===== src/crate_bridge_settings.svh =====
`ifndef CRATE_BRIDGE_SETTINGS_SVH
`define CRATE_BRIDGE_SETTINGS_SVH

////////////////////////////////////////////////////////////
// Crate register bridge sizing
////////////////////////////////////////////////////////////

// Number of TURFIO links behind the bridge
`define CRATE_NUM_LINKS 4

// Crate address and register data widths
`define CRATE_ADDR_W 27
`define CRATE_DATA_W 32

// ps_clk cycles a lane waits for its link to answer
`define CRATE_TIMEOUT_CYCLES 64

`endif


===== src/crate_bridge_pkg.sv =====
`include "crate_bridge_settings.svh"

package crate_bridge_pkg;

    ////////////////////////////////////////////////////////////
    // Payload types shared by router, lanes and arbiter
    ////////////////////////////////////////////////////////////

    // Selects one TURFIO link
    typedef logic [$clog2(`CRATE_NUM_LINKS)-1:0] link_idx_t;

    // Register address inside one crate
    typedef logic [`CRATE_ADDR_W-1:0] crate_addr_t;

    // Register read and write data
    typedef logic [`CRATE_DATA_W-1:0] crate_data_t;

    // Outcome of one access, returned with every response
    // Invalid means the link was down and nothing was issued
    typedef enum logic [1:0] {
        RESP_OK      = 2'd0,
        RESP_TIMEOUT = 2'd1,
        RESP_INVALID = 2'd2
    } resp_status_e;

endpackage


===== src/crate_cmd_router.sv =====
`include "crate_bridge_settings.svh"

module crate_cmd_router (
    input  logic                          ps_clk,
    input  logic                          arst_n_i,
    // Request from the processing system side
    input  logic                          req_valid_i,
    input  crate_bridge_pkg::link_idx_t   req_link_i,
    input  crate_bridge_pkg::crate_addr_t req_addr_i,
    input  crate_bridge_pkg::crate_data_t req_wdata_i,
    input  logic                          req_we_i,
    output logic                          req_ready_o,
    // Link status and flag clear
    input  logic [`CRATE_NUM_LINKS-1:0]   link_up_i,
    input  logic                          flags_clear_i,
    // Dispatch to the lanes
    output logic [`CRATE_NUM_LINKS-1:0]   lane_valid_o,
    input  logic [`CRATE_NUM_LINKS-1:0]   lane_ready_i,
    output crate_bridge_pkg::crate_addr_t lane_addr_o,
    output crate_bridge_pkg::crate_data_t lane_wdata_o,
    output logic                          lane_we_o,
    // Rejects toward the response arbiter
    output logic                          reject_valid_o,
    input  logic                          reject_ready_i,
    output crate_bridge_pkg::link_idx_t   reject_link_o,
    // Sticky invalid-access flags
    output logic [`CRATE_NUM_LINKS-1:0]   invalid_o
);
    import crate_bridge_pkg::*;

    logic [`CRATE_NUM_LINKS-1:0] link_sel;
    logic                        target_up;
    logic                        target_idle;
    logic                        reject_take;

    // One-hot decode of the requested link
    always_comb begin
        for (int k = 0; k < `CRATE_NUM_LINKS; k++) begin
            link_sel[k] = (req_link_i == link_idx_t'(k));
        end
    end

    assign target_up   = |(link_sel & link_up_i);
    assign target_idle = |(link_sel & lane_ready_i);

    // A pending reject blocks everything, a busy lane only blocks its own link
    assign req_ready_o = !reject_valid_o && (target_up ? target_idle : 1'b1);

    // Up links go straight to their lane, which registers the command
    assign lane_valid_o = link_sel & {`CRATE_NUM_LINKS{req_valid_i && target_up && !reject_valid_o}};
    assign lane_addr_o  = req_addr_i;
    assign lane_wdata_o = req_wdata_i;
    assign lane_we_o    = req_we_i;

    assign reject_take = req_valid_i && req_ready_o && !target_up;

    ////////////////////////////////////////////////////////////
    // Reject register and invalid flags
    ////////////////////////////////////////////////////////////

    always_ff @(posedge ps_clk or negedge arst_n_i) begin
        if (!arst_n_i) begin
            reject_valid_o <= 1'b0;
            invalid_o      <= '0;
        end else begin
            if (reject_take) begin
                reject_valid_o <= 1'b1;
            end else if (reject_ready_i) begin
                reject_valid_o <= 1'b0;
            end
            // New invalid access wins over a clear on the same edge
            invalid_o <= (flags_clear_i ? '0 : invalid_o)
                       | (reject_take ? link_sel : '0);
        end
    end

    always_ff @(posedge ps_clk) begin
        if (reject_take) begin
            reject_link_o <= req_link_i;
        end
    end

endmodule


===== src/turfio_link_lane.sv =====
`include "crate_bridge_settings.svh"

module turfio_link_lane #(
    parameter int TIMEOUT_CYCLES = `CRATE_TIMEOUT_CYCLES
) (
    input  logic                           ps_clk,
    input  logic                           arst_n_i,
    // Command from the router
    input  logic                           cmd_valid_i,
    input  crate_bridge_pkg::crate_addr_t  cmd_addr_i,
    input  crate_bridge_pkg::crate_data_t  cmd_wdata_i,
    input  logic                           cmd_we_i,
    output logic                           cmd_ready_o,
    input  logic                           flags_clear_i,
    // TURFIO link command port
    output logic                           link_cmd_valid_o,
    input  logic                           link_cmd_ready_i,
    output crate_bridge_pkg::crate_addr_t  link_cmd_addr_o,
    output crate_bridge_pkg::crate_data_t  link_cmd_wdata_o,
    output logic                           link_cmd_we_o,
    // TURFIO link response port
    input  logic                           link_resp_valid_i,
    input  crate_bridge_pkg::crate_data_t  link_resp_rdata_i,
    output logic                           link_resp_ready_o,
    // Response toward the arbiter
    output logic                           resp_valid_o,
    input  logic                           resp_ready_i,
    output crate_bridge_pkg::resp_status_e resp_status_o,
    output crate_bridge_pkg::crate_data_t  resp_rdata_o,
    // Sticky timeout flag
    output logic                           timeout_o
);
    import crate_bridge_pkg::*;

    localparam int CNT_W = (TIMEOUT_CYCLES > 1) ? $clog2(TIMEOUT_CYCLES) : 1;

    typedef enum logic [1:0] {
        ST_IDLE,
        ST_ISSUE,
        ST_WAIT,
        ST_RESP
    } lane_state_e;

    lane_state_e      state_q;
    logic [CNT_W-1:0] wait_cnt;
    logic             wait_expired;

    crate_addr_t      cmd_addr_q;
    crate_data_t      cmd_wdata_q;
    logic             cmd_we_q;
    resp_status_e     resp_status_q;
    crate_data_t      resp_rdata_q;

    assign wait_expired = (wait_cnt == '0);

    assign cmd_ready_o       = (state_q == ST_IDLE);
    assign link_cmd_valid_o  = (state_q == ST_ISSUE);
    assign resp_valid_o      = (state_q == ST_RESP);

    // Responses outside the wait state are simply dropped
    assign link_resp_ready_o = 1'b1;

    assign link_cmd_addr_o  = cmd_addr_q;
    assign link_cmd_wdata_o = cmd_wdata_q;
    assign link_cmd_we_o    = cmd_we_q;
    assign resp_status_o    = resp_status_q;
    assign resp_rdata_o     = resp_rdata_q;

    ////////////////////////////////////////////////////////////
    // Lane FSM, timeout counter and flag
    ////////////////////////////////////////////////////////////

    always_ff @(posedge ps_clk or negedge arst_n_i) begin
        if (!arst_n_i) begin
            state_q   <= ST_IDLE;
            wait_cnt  <= '0;
            timeout_o <= 1'b0;
        end else begin
            if (flags_clear_i) begin
                timeout_o <= 1'b0;
            end
            case (state_q)
                ST_IDLE: begin
                    if (cmd_valid_i) begin
                        state_q <= ST_ISSUE;
                    end
                end
                ST_ISSUE: begin
                    // Count starts once the link has taken the command
                    if (link_cmd_ready_i) begin
                        state_q  <= ST_WAIT;
                        wait_cnt <= CNT_W'(TIMEOUT_CYCLES - 1);
                    end
                end
                ST_WAIT: begin
                    if (link_resp_valid_i) begin
                        state_q <= ST_RESP;
                    end else if (wait_expired) begin
                        state_q   <= ST_RESP;
                        timeout_o <= 1'b1;
                    end else begin
                        wait_cnt <= wait_cnt - 1'b1;
                    end
                end
                default: begin
                    if (resp_ready_i) begin
                        state_q <= ST_IDLE;
                    end
                end
            endcase
        end
    end

    // Command and response payload
    always_ff @(posedge ps_clk) begin
        if (cmd_valid_i && cmd_ready_o) begin
            cmd_addr_q  <= cmd_addr_i;
            cmd_wdata_q <= cmd_wdata_i;
            cmd_we_q    <= cmd_we_i;
        end
        if (state_q == ST_WAIT) begin
            if (link_resp_valid_i) begin
                resp_status_q <= RESP_OK;
                resp_rdata_q  <= link_resp_rdata_i;
            end else if (wait_expired) begin
                resp_status_q <= RESP_TIMEOUT;
                resp_rdata_q  <= '0;
            end
        end
    end

endmodule


===== src/crate_resp_arbiter.sv =====
`include "crate_bridge_settings.svh"

module crate_resp_arbiter (
    input  logic                           ps_clk,
    input  logic                           arst_n_i,
    // Lane responses
    input  logic [`CRATE_NUM_LINKS-1:0]    lane_valid_i,
    input  crate_bridge_pkg::resp_status_e lane_status_i [`CRATE_NUM_LINKS],
    input  crate_bridge_pkg::crate_data_t  lane_rdata_i [`CRATE_NUM_LINKS],
    output logic [`CRATE_NUM_LINKS-1:0]    lane_ready_o,
    // Rejects from the router
    input  logic                           reject_valid_i,
    input  crate_bridge_pkg::link_idx_t    reject_link_i,
    output logic                           reject_ready_o,
    // Merged response stream
    output logic                           resp_valid_o,
    input  logic                           resp_ready_i,
    output crate_bridge_pkg::link_idx_t    resp_link_o,
    output crate_bridge_pkg::resp_status_e resp_status_o,
    output crate_bridge_pkg::crate_data_t  resp_rdata_o
);
    import crate_bridge_pkg::*;

    // Sources 0 to N-1 are the lanes, the last one is the reject
    localparam int NUM_SRC = `CRATE_NUM_LINKS + 1;
    localparam int SRC_W   = $clog2(NUM_SRC);
    localparam int REJ_SRC = `CRATE_NUM_LINKS;

    logic [NUM_SRC-1:0] src_valid;
    logic [SRC_W-1:0]   rr_ptr;
    logic [SRC_W-1:0]   pick;
    logic               pick_found;
    logic               out_free;
    logic               grant_en;
    logic [NUM_SRC-1:0] grant;

    assign src_valid = {reject_valid_i, lane_valid_i};

    // Output register can load when empty or draining this cycle
    assign out_free = !resp_valid_o || resp_ready_i;

    // First valid source at or after the rotating pointer
    always_comb begin : rr_search
        int idx;
        pick_found = 1'b0;
        pick       = '0;
        for (int i = 0; i < NUM_SRC; i++) begin
            idx = (int'(rr_ptr) + i) % NUM_SRC;
            if (!pick_found && src_valid[idx]) begin
                pick_found = 1'b1;
                pick       = SRC_W'(idx);
            end
        end
    end

    assign grant_en = out_free && pick_found;
    assign grant    = grant_en ? (NUM_SRC'(1) << pick) : '0;

    assign lane_ready_o   = grant[`CRATE_NUM_LINKS-1:0];
    assign reject_ready_o = grant[REJ_SRC];

    ////////////////////////////////////////////////////////////
    // Output register and priority pointer
    ////////////////////////////////////////////////////////////

    always_ff @(posedge ps_clk or negedge arst_n_i) begin
        if (!arst_n_i) begin
            resp_valid_o  <= 1'b0;
            rr_ptr        <= '0;
            resp_link_o   <= '0;
            resp_status_o <= RESP_OK;
            resp_rdata_o  <= '0;
        end else if (grant_en) begin
            resp_valid_o <= 1'b1;
            // Winner drops to lowest priority next round
            rr_ptr <= (pick == SRC_W'(NUM_SRC - 1)) ? '0 : pick + 1'b1;
            if (pick == SRC_W'(REJ_SRC)) begin
                resp_link_o   <= reject_link_i;
                resp_status_o <= RESP_INVALID;
                resp_rdata_o  <= '0;
            end else begin
                resp_link_o   <= link_idx_t'(pick);
                resp_status_o <= lane_status_i[link_idx_t'(pick)];
                resp_rdata_o  <= lane_rdata_i[link_idx_t'(pick)];
            end
        end else if (resp_ready_i) begin
            resp_valid_o <= 1'b0;
        end
    end

endmodule


===== src/turf_crate_bridge.sv =====
`include "crate_bridge_settings.svh"

module turf_crate_bridge (
    input  logic                           ps_clk,
    input  logic                           arst_n_i,
    // Register requests
    input  logic                           req_valid_i,
    input  crate_bridge_pkg::link_idx_t    req_link_i,
    input  crate_bridge_pkg::crate_addr_t  req_addr_i,
    input  crate_bridge_pkg::crate_data_t  req_wdata_i,
    input  logic                           req_we_i,
    output logic                           req_ready_o,
    // TURFIO link command ports
    output logic [`CRATE_NUM_LINKS-1:0]    link_cmd_valid_o,
    input  logic [`CRATE_NUM_LINKS-1:0]    link_cmd_ready_i,
    output crate_bridge_pkg::crate_addr_t  link_cmd_addr_o [`CRATE_NUM_LINKS],
    output crate_bridge_pkg::crate_data_t  link_cmd_wdata_o [`CRATE_NUM_LINKS],
    output logic [`CRATE_NUM_LINKS-1:0]    link_cmd_we_o,
    // TURFIO link response ports
    input  logic [`CRATE_NUM_LINKS-1:0]    link_resp_valid_i,
    input  crate_bridge_pkg::crate_data_t  link_resp_rdata_i [`CRATE_NUM_LINKS],
    output logic [`CRATE_NUM_LINKS-1:0]    link_resp_ready_o,
    // Merged responses
    output logic                           resp_valid_o,
    input  logic                           resp_ready_i,
    output crate_bridge_pkg::link_idx_t    resp_link_o,
    output crate_bridge_pkg::resp_status_e resp_status_o,
    output crate_bridge_pkg::crate_data_t  resp_rdata_o,
    // Link status and sticky flags
    input  logic [`CRATE_NUM_LINKS-1:0]    link_up_i,
    input  logic                           flags_clear_i,
    output logic [`CRATE_NUM_LINKS-1:0]    timeout_o,
    output logic [`CRATE_NUM_LINKS-1:0]    invalid_o
);
    import crate_bridge_pkg::*;

    // Router to lanes
    logic [`CRATE_NUM_LINKS-1:0] lane_cmd_valid;
    logic [`CRATE_NUM_LINKS-1:0] lane_cmd_ready;
    crate_addr_t                 lane_cmd_addr;
    crate_data_t                 lane_cmd_wdata;
    logic                        lane_cmd_we;

    // Router to arbiter
    logic                        reject_valid;
    logic                        reject_ready;
    link_idx_t                   reject_link;

    // Lanes to arbiter
    logic [`CRATE_NUM_LINKS-1:0] lane_resp_valid;
    logic [`CRATE_NUM_LINKS-1:0] lane_resp_ready;
    resp_status_e                lane_resp_status [`CRATE_NUM_LINKS];
    crate_data_t                 lane_resp_rdata [`CRATE_NUM_LINKS];

    crate_cmd_router u_router (
        .ps_clk         (ps_clk),
        .arst_n_i       (arst_n_i),
        .req_valid_i    (req_valid_i),
        .req_link_i     (req_link_i),
        .req_addr_i     (req_addr_i),
        .req_wdata_i    (req_wdata_i),
        .req_we_i       (req_we_i),
        .req_ready_o    (req_ready_o),
        .link_up_i      (link_up_i),
        .flags_clear_i  (flags_clear_i),
        .lane_valid_o   (lane_cmd_valid),
        .lane_ready_i   (lane_cmd_ready),
        .lane_addr_o    (lane_cmd_addr),
        .lane_wdata_o   (lane_cmd_wdata),
        .lane_we_o      (lane_cmd_we),
        .reject_valid_o (reject_valid),
        .reject_ready_i (reject_ready),
        .reject_link_o  (reject_link),
        .invalid_o      (invalid_o)
    );

    ////////////////////////////////////////////////////////////
    // One lane per TURFIO link
    ////////////////////////////////////////////////////////////

    generate
        for (genvar k = 0; k < `CRATE_NUM_LINKS; k++) begin : gen_lane
            turfio_link_lane #(
                .TIMEOUT_CYCLES(`CRATE_TIMEOUT_CYCLES)
            ) u_lane (
                .ps_clk            (ps_clk),
                .arst_n_i          (arst_n_i),
                .cmd_valid_i       (lane_cmd_valid[k]),
                .cmd_addr_i        (lane_cmd_addr),
                .cmd_wdata_i       (lane_cmd_wdata),
                .cmd_we_i          (lane_cmd_we),
                .cmd_ready_o       (lane_cmd_ready[k]),
                .flags_clear_i     (flags_clear_i),
                .link_cmd_valid_o  (link_cmd_valid_o[k]),
                .link_cmd_ready_i  (link_cmd_ready_i[k]),
                .link_cmd_addr_o   (link_cmd_addr_o[k]),
                .link_cmd_wdata_o  (link_cmd_wdata_o[k]),
                .link_cmd_we_o     (link_cmd_we_o[k]),
                .link_resp_valid_i (link_resp_valid_i[k]),
                .link_resp_rdata_i (link_resp_rdata_i[k]),
                .link_resp_ready_o (link_resp_ready_o[k]),
                .resp_valid_o      (lane_resp_valid[k]),
                .resp_ready_i      (lane_resp_ready[k]),
                .resp_status_o     (lane_resp_status[k]),
                .resp_rdata_o      (lane_resp_rdata[k]),
                .timeout_o         (timeout_o[k])
            );
        end
    endgenerate

    crate_resp_arbiter u_arbiter (
        .ps_clk         (ps_clk),
        .arst_n_i       (arst_n_i),
        .lane_valid_i   (lane_resp_valid),
        .lane_status_i  (lane_resp_status),
        .lane_rdata_i   (lane_resp_rdata),
        .lane_ready_o   (lane_resp_ready),
        .reject_valid_i (reject_valid),
        .reject_link_i  (reject_link),
        .reject_ready_o (reject_ready),
        .resp_valid_o   (resp_valid_o),
        .resp_ready_i   (resp_ready_i),
        .resp_link_o    (resp_link_o),
        .resp_status_o  (resp_status_o),
        .resp_rdata_o   (resp_rdata_o)
    );

endmodule


===== config.mk =====
export PLATFORM = sky130hd
export DESIGN_NAME = turf_crate_bridge
export DESIGN_NICKNAME = d
export VERILOG_FILES = /design/src/crate_bridge_pkg.sv /design/src/crate_cmd_router.sv /design/src/turfio_link_lane.sv /design/src/crate_resp_arbiter.sv /design/src/turf_crate_bridge.sv
export VERILOG_INCLUDE_DIRS = /design/src
export SDC_FILE = /design/constraint.sdc
export NUM_CORES = 1
export LEC_CHECK = 0
export BUFFER_PORTS_ARGS = -buffer_cell sky130_fd_sc_hd__buf_2
export CORE_AREA = 2 2 197 199
export CTS_CLUSTER_SIZE = 10
export DETAILED_ROUTE_END_ITERATION = 7
export DIE_AREA = 0 0 199 201
export PLACE_DENSITY = 0.84
export SLEW_MARGIN = 0
export SYNTH_ARGS = -nofsm -noshare
export SYNTH_HDL_FRONTEND = slang
export SYNTH_SLANG_ARGS = --single-unit

===== constraint.sdc =====
create_clock -name ps_clk -period 7.7 [get_ports ps_clk]
set_input_delay 1.925 -clock ps_clk [delete_from_list [all_inputs] [get_ports ps_clk]]
set_output_delay 1.925 -clock ps_clk [all_outputs]
set_load 0.01 [all_outputs]

Word level (Yosys, flattened, before mapping)
Cells that the tools add are included.
- register bits: 455
- output and inout bits: 294
- word-level logic and storage cells: 272
- $add $sub $neg: 9
- divide/modulo/power cells: 5
- magnitude comparators: 6
- equal/unequal tests: 36
- shift-type cells: 1
- mux-type cells: 111
- bitwise gates (word level): 5
- reduce and logical (&&, ||, !) cells: 59
- operator list (operator ; count):
    $mux 32 ; 11
    $lt 32x5->1 const B ; 5
    $mod 32x4->32 const B ; 4
    $mux 6 ; 12
    $bmux 32 s2 ; 1
    $mux 2 ; 24
    $pmux 6 s2 ; 4
    $mux 1 ; 40
    $mod 4x4->32 const B ; 1
    $ne 2x2->1 const B ; 16
    $reduce_and 4->1 ; 8
    $logic_not 6->1 ; 4
    $pmux 2 s3 ; 4
    $sub 6x1->6 const B ; 4
    $eq 2x2->1 const B ; 10
    $reduce_bool 2->1 ; 10
    $mux 3 ; 6
    $reduce_bool 4->1 ; 4
    $bmux 1 s3 ; 5
    $logic_and 1x1->1 ; 14
    $and 4x4->4 ; 3
    $ne 3x2->1 const B ; 4
    $eq 2x1->1 const B ; 5
    $logic_not 2->1 ; 5
    16 further kinds ; 28

Logic depth before layout (Yosys ltp)
- depth in word-level cells: 22
- gate-level depth with buffers: 25
- mapped depth without buffers: 20

Hierarchy
From an unflattened synthesis, not the netlist that was laid out.
- cells, all modules: 1413
- area, all modules: 20169.3 um2
- modules (own cells, without submodules) (module ; times used ; cells an instance ; area each (um2) ; seq. area each (um2)):
    turfio_link_lane at gen_lane[0].u_lane ... ; 3 ; 195 ; 3643.5 ; 3017.9
    crate_resp_arbiter ; 1 ; 540 ; 4725.8 ; 1001.0
    turfio_link_lane at gen_lane[3].u_lane ; 1 ; 195 ; 3666.0 ; 3017.9
    crate_cmd_router ; 1 ; 93 ; 847.1 ; 185.2

Worst setup path after synthesis
No wires, ideal clock.
- path kind: in2reg
- from: input port link_resp_valid_i[1]
- to: register gen_lane[1].u_lane.wait_cnt[4]
- arrival: 5264 ps
- data required time: 7579 ps
- slack: 2315 ps
- cell stages on the path: 7
- path through: inv_1 a21boi_0 nor2_1 nand2_1 nor3_1 xnor2_1 nand2_1
- cells in the longest elaborated chain, start to end: 2
- RTL lines (item ; line ; text):
    start, declared ; turf_crate_bridge.sv:20 ; input logic [`CRATE_NUM_LINKS-1:0] link_resp_valid_i,
    $ne 2x2->1 (no line) ; -- ;
    $reduce_and 4->1 (no line) ; -- ;
    end signal, assigned ; turfio_link_lane.sv:92 ; wait_cnt <= CNT_W'(TIMEOUT_CYCLES - 1);
    end signal, assigned ; turfio_link_lane.sv:102 ; wait_cnt <= wait_cnt - 1'b1;
    end, declared ; turfio_link_lane.sv:45 ; logic [CNT_W-1:0] wait_cnt;
No other way between the ends.
A chain may end at the register's enable or synchronous reset.

Worst setup path after layout
- from: register u_arbiter.rr_ptr[1]
- to: register u_arbiter.resp_rdata_o[8]
- cells in the longest elaborated chain, start to end: 22
- RTL lines (item ; line ; text):
    start, declared ; crate_resp_arbiter.sv:30 ; logic [SRC_W-1:0] rr_ptr;
    start signal, assigned ; crate_resp_arbiter.sv:76 ; rr_ptr <= (pick == SRC_W'(NUM_SRC - 1)) ? '0 : pick + 1'b1;
    parallel branches: the longest is 22 deep, another holds $mod 32x4->32 ; -- ;
    end signal, assigned ; crate_resp_arbiter.sv:84 ; resp_rdata_o <= lane_rdata_i[link_idx_t'(pick)];
    end, declared ; crate_resp_arbiter.sv:20 ; output crate_bridge_pkg::crate_data_t resp_rdata_o
Several ways; the timed one is not identified. The select of a mux whose other input is x is not followed.

==> run_results.csv <==
group,metric,value,unit
outcome,outcome,"finished clean",
floorplanning,pin_count,501,
worst_setup_path,worstSetupPathType,"register to register",
logic_synthesis,synth_edf_count,374,
worst_setup_path,setup.worst_path.start_class,"register",
grt,grt_util_all_layers,0.245,
detailed_routing,drc,0,
clock_tree,tritoncts,"built",
clock_tree,tritoncts.num_buffers,52,
sta,report.final.setup_viol,0,
sta,tightestPinTransition,990,ps
logic_synthesis,synth.distinct_cells,78,
detailed_routing,detailed_route_wire_length_per_cell,21.7,um
logic_synthesis,synth_sequential_area_ratio,0.712,
floorplanning,die_area,40000,um^2
sta,drv_slew,0,
sta,finalWorstPathRequiredPeriod,6340,ps
grt,grt.overflow.total,0,
sta,slew_headroom,0.340,
clock_tree,clock_tree.htree_level_count,2,
detailed_routing,wirelength,49500,um
grt,grt_antenna_before_repair,10,
clock_tree,cts.reportedPaths.clkPinSlew,60,ps
floorplanning,die_h,201,um
worst_setup_path,cp.required,8120,ps
clock_tree,cts_max_path_buffers,3,
power,power.ir.vdd_worst,0.677,mV
detailed_routing,ant_nets,0,
logic_synthesis,mappedNetlistArea,18600,um^2
detailed_routing,initialDrtViolationCount,870,
worst_setup_path,worstPathCellList,"inv_1, ha_1, inv_1, ha_1, nor3_1, or3_1, nand2_1, ha_1, nor2b_1, o221ai_1, a21oi_1, nor2_1, o32a_1, o221ai_1, mux2_4, buf_4, mux2i_1, o221ai_1",
worst_setup_path,largest_stage_delay_on_the_critical_path,870,ps
clock_tree,cts_root_buffer,"sky130_fd_sc_hd__clkbuf_16",
sta,setup-tns-final,0,ps
logic_synthesis,synth_cells,1231,
floorplanning,core_region_area,38100,um^2
sta,hold_violations,0,
finish,area_growth,23.6,%
power,power_density_relative_to_cell_area,431,nW/um^2
logic_synthesis,synth-warning-count,0,
logic_synthesis,yosys.area.top_type,"sky130_fd_sc_hd__edfxtp_1",
clock_tree,worst_skew_pair.late_latency,580,ps
detailed_routing,vias_per_cell,5.40,
grt,via_count_of_the_first_global_routing_pass,12700,
logic_synthesis,synth_top_area_frac,0.603,
min_path,hold_start,"gen_lane[2].u_lane.timeout_o",
finish,final_core_utilization,0.604,
logic_synthesis,syn_avg_cell_area,15.1,um^2
finish,design.final.nets,1985,
worst_setup_path,cp.buffers_inverters,3,
logic_synthesis,ys.flop_type,"sky130_fd_sc_hd__edfxtp_1",
finish,post_route_cells_drive_above_1_share,0.339,
place,finalWeightedCongestion,0.856,
run,maxCapViolations,0,
place,place.detailed.hpwl,35000,um
sta,rsz_0062_raised_after_global_routing,"false",
floorplanning,cell_row_count,72,
clock_tree,clock-sinks,455,
sta,max_freq,158,MHz
finish,final.fill_count,2805,
logic_synthesis,synth_top_area_cells,"sky130_fd_sc_hd__edfxtp_1 60%, sky130_fd_sc_hd__dfrtp_1 11%, sky130_fd_sc_hd__mux2i_1 4.7%, sky130_fd_sc_hd__and2_1 4.3%, sky130_fd_sc_hd__ha_1 2.8%",
sta,timing.hold.ws,485,ps
logic_synthesis,synth-seq-cells,455,
power,total_power,9.93,mW
detailed_routing,via_count,12300,
min_path,worstHoldPathType,"register to register",
worst_setup_path,endpoint_kind,"register",
worst_setup_path,highest_delay_cell_along_the_critical_path,"sky130_fd_sc_hd__mux2_4",
worst_setup_path,crit_arrival,6770,ps
worst_setup_path,gate_family_responsible_for_the_most_delay_along_the_worst_path,"compound AO/OA/AOI/OAI gates",
clock_tree,postCtsSetupBuffers,0,
floorplanning,die_width,199,um
logic_synthesis,synth_async_sr_flop_share,0.178,
worst_setup_path,path_max_fanout,56,
grt,grt_first_pass_wirelength,73500,um
floorplanning,initial_utilization,0.489,
clock_tree,resize_count_post_cts,0,
clock_tree,hold_buf_count_cts,0,
place,place.port_buffers,496,
power,static-leakage-power,9.39,nW
sta,worst_clock_skew_on_the_final_layout,25.6,ps
grt,grt_max_degree,64,
detailed_routing,drtPass1Iterations,5,
worst_setup_path,crit_path_start,"u_arbiter.rr_ptr[1]",
worst_setup_path,r2r_start,"u_arbiter.rr_ptr[1]",
sta,post-route-period-util,0.824,
sta,setup_slack,1360,ps
place,dp_slack,1500,ps
==> metrics by stage <==
step	instances	cell area [um^2]
finish	2283	23000
global route	2281	23000
CTS	2277	23000
detailed placement	2200	21600
global placement	2200	21600
floorplan	1234	18600
==> logic make-up (layout without fill, tap and decap cells) <==
| logic type | count (synthesis) | count (layout) | share of synthesized area |
|---|---|---|---|
| xor gates and xnor gates | 24 | 24 | 0.0123 |
| DFF | 455 | 455 | 0.712 |
| and+or+nand+nor | 341 | 341 | 0.0989 |
| AOI/OAI and AO/OA | 164 | 164 | 0.0673 |
| muxes | 92 | 92 | 0.0518 |
| buffers and inverters | 112 | 637 | 0.0293 |
| adders and majority gates | 42 | 42 | 0.0282 |
| other | 1 | 10 | 0.000201 |
==> power breakdown <==
part | internal, mW | leakage (nW) | switching [mW]
Combinational | 1.80 | 4.30 | 2.70
Sequential | 3.08 | 4.41 | 0.215
Clock | 1.23 | 0.680 | 0.900
==> Yosys cell counts, types with 8 or more instances <==
cell,count
sky130_fd_sc_hd__edfxtp_1,374
sky130_fd_sc_hd__ha_1,42
sky130_fd_sc_hd__and2_1,129
sky130_fd_sc_hd__buf_4,20
sky130_fd_sc_hd__o21ai_0,20
sky130_fd_sc_hd__o221ai_1,36
sky130_fd_sc_hd__nor2_1,36
sky130_fd_sc_hd__a21oi_1,27
sky130_fd_sc_hd__nand2b_1,9
sky130_fd_sc_hd__buf_2,10
sky130_fd_sc_hd__inv_1,49
sky130_fd_sc_hd__xor2_1,8
sky130_fd_sc_hd__nor2b_1,12
sky130_fd_sc_hd__clkbuf_1,26
sky130_fd_sc_hd__mux2i_1,87
sky130_fd_sc_hd__xnor2_1,15
sky130_fd_sc_hd__nand2_1,88
sky130_fd_sc_hd__dfrtp_1,81
sky130_fd_sc_hd__nor3_1,22
==> layout make-up <==
type | count | area (um^2) | share of cell area
Clock inverter | 5 | 45.0 | 0.00196
Antenna cell | 6 | 15.0 | 0.000653
Inverter | 50 | 188 | 0.00816
Sequential cell | 455 | 13300 | 0.576
Clock buffer | 72 | 1380 | 0.0598
Timing Repair Buffer | 510 | 2590 | 0.113
Multi-Input combinational cell | 667 | 4890 | 0.212
Tap cell | 518 | 648 | 0.0282
==> routing by layer <==
metal,up-vias,track usage,share of wire,routed length [um]
met1,6047,0.283,0.36,17800
met4,4,0.111,0.036,1800
met3,113,0.0561,0.085,4210
met2,621,0.430,0.52,25600
met5,-,0,0.00046,23
li1,5550,-,-,-
==> layout by cell type, fill, tap and decap left out, types with 12 or more instances in the layout <==
cell type | netlist | routed
sky130_fd_sc_hd__a21oi_1 | 27 | 27
sky130_fd_sc_hd__clkbuf_16 | 0 | 52
sky130_fd_sc_hd__o21ai_0 | 20 | 20
sky130_fd_sc_hd__mux2i_1 | 87 | 87
sky130_fd_sc_hd__dfrtp_1 | 81 | 81
sky130_fd_sc_hd__xnor2_1 | 15 | 15
sky130_fd_sc_hd__nand2_1 | 88 | 88
sky130_fd_sc_hd__and2_1 | 129 | 129
sky130_fd_sc_hd__buf_2 | 10 | 495
sky130_fd_sc_hd__nor2b_1 | 12 | 12
sky130_fd_sc_hd__clkbuf_1 | 26 | 20
sky130_fd_sc_hd__nor3_1 | 22 | 22
sky130_fd_sc_hd__ha_1 | 42 | 42
sky130_fd_sc_hd__edfxtp_1 | 374 | 374
sky130_fd_sc_hd__buf_4 | 20 | 15
sky130_fd_sc_hd__o221ai_1 | 36 | 36
sky130_fd_sc_hd__nor2_1 | 36 | 36
sky130_fd_sc_hd__inv_1 | 49 | 45
==> state kept, by name (all words and copies together) (netlist names) <==
name and count:
gen_lane.u_lane.link_cmd_wdata_o 128, gen_lane.u_lane.resp_rdata_o 128, gen_lane.u_lane.link_cmd_addr_o 108, u_arbiter.resp_rdata_o 32
gen_lane.u_lane.wait_cnt 24, gen_lane.u_lane.state_q 8, gen_lane.u_lane.link_cmd_we_o 4, gen_lane.u_lane.resp_status_o 4
gen_lane.u_lane.timeout_o 4, u_router.invalid_o 4, u_arbiter.rr_ptr 3, u_arbiter.resp_link_o 2
u_arbiter.resp_status_o 2, u_router.reject_link_o 2, u_arbiter.resp_valid_o 1, u_router.reject_valid_o 1
==> path summary, 6_finish.rpt <==
kind	slack, ps	cells after the start	end
worst max-delay path	1360	18	u_arbiter.resp_rdata_o[8]
worst min-delay path	490	1	gen_lane[2].u_lane.timeout_o
worst max register to register	1360	18	u_arbiter.resp_rdata_o[8]
worst min register to register	490	1	gen_lane[2].u_lane.timeout_o
max in group asynchronous	5290	2	u_arbiter.resp_rdata_o[3]
min in group asynchronous	1250	1	gen_lane[3].u_lane.wait_cnt[5]
No activity file was read; power rests on OpenSTA's default activity.
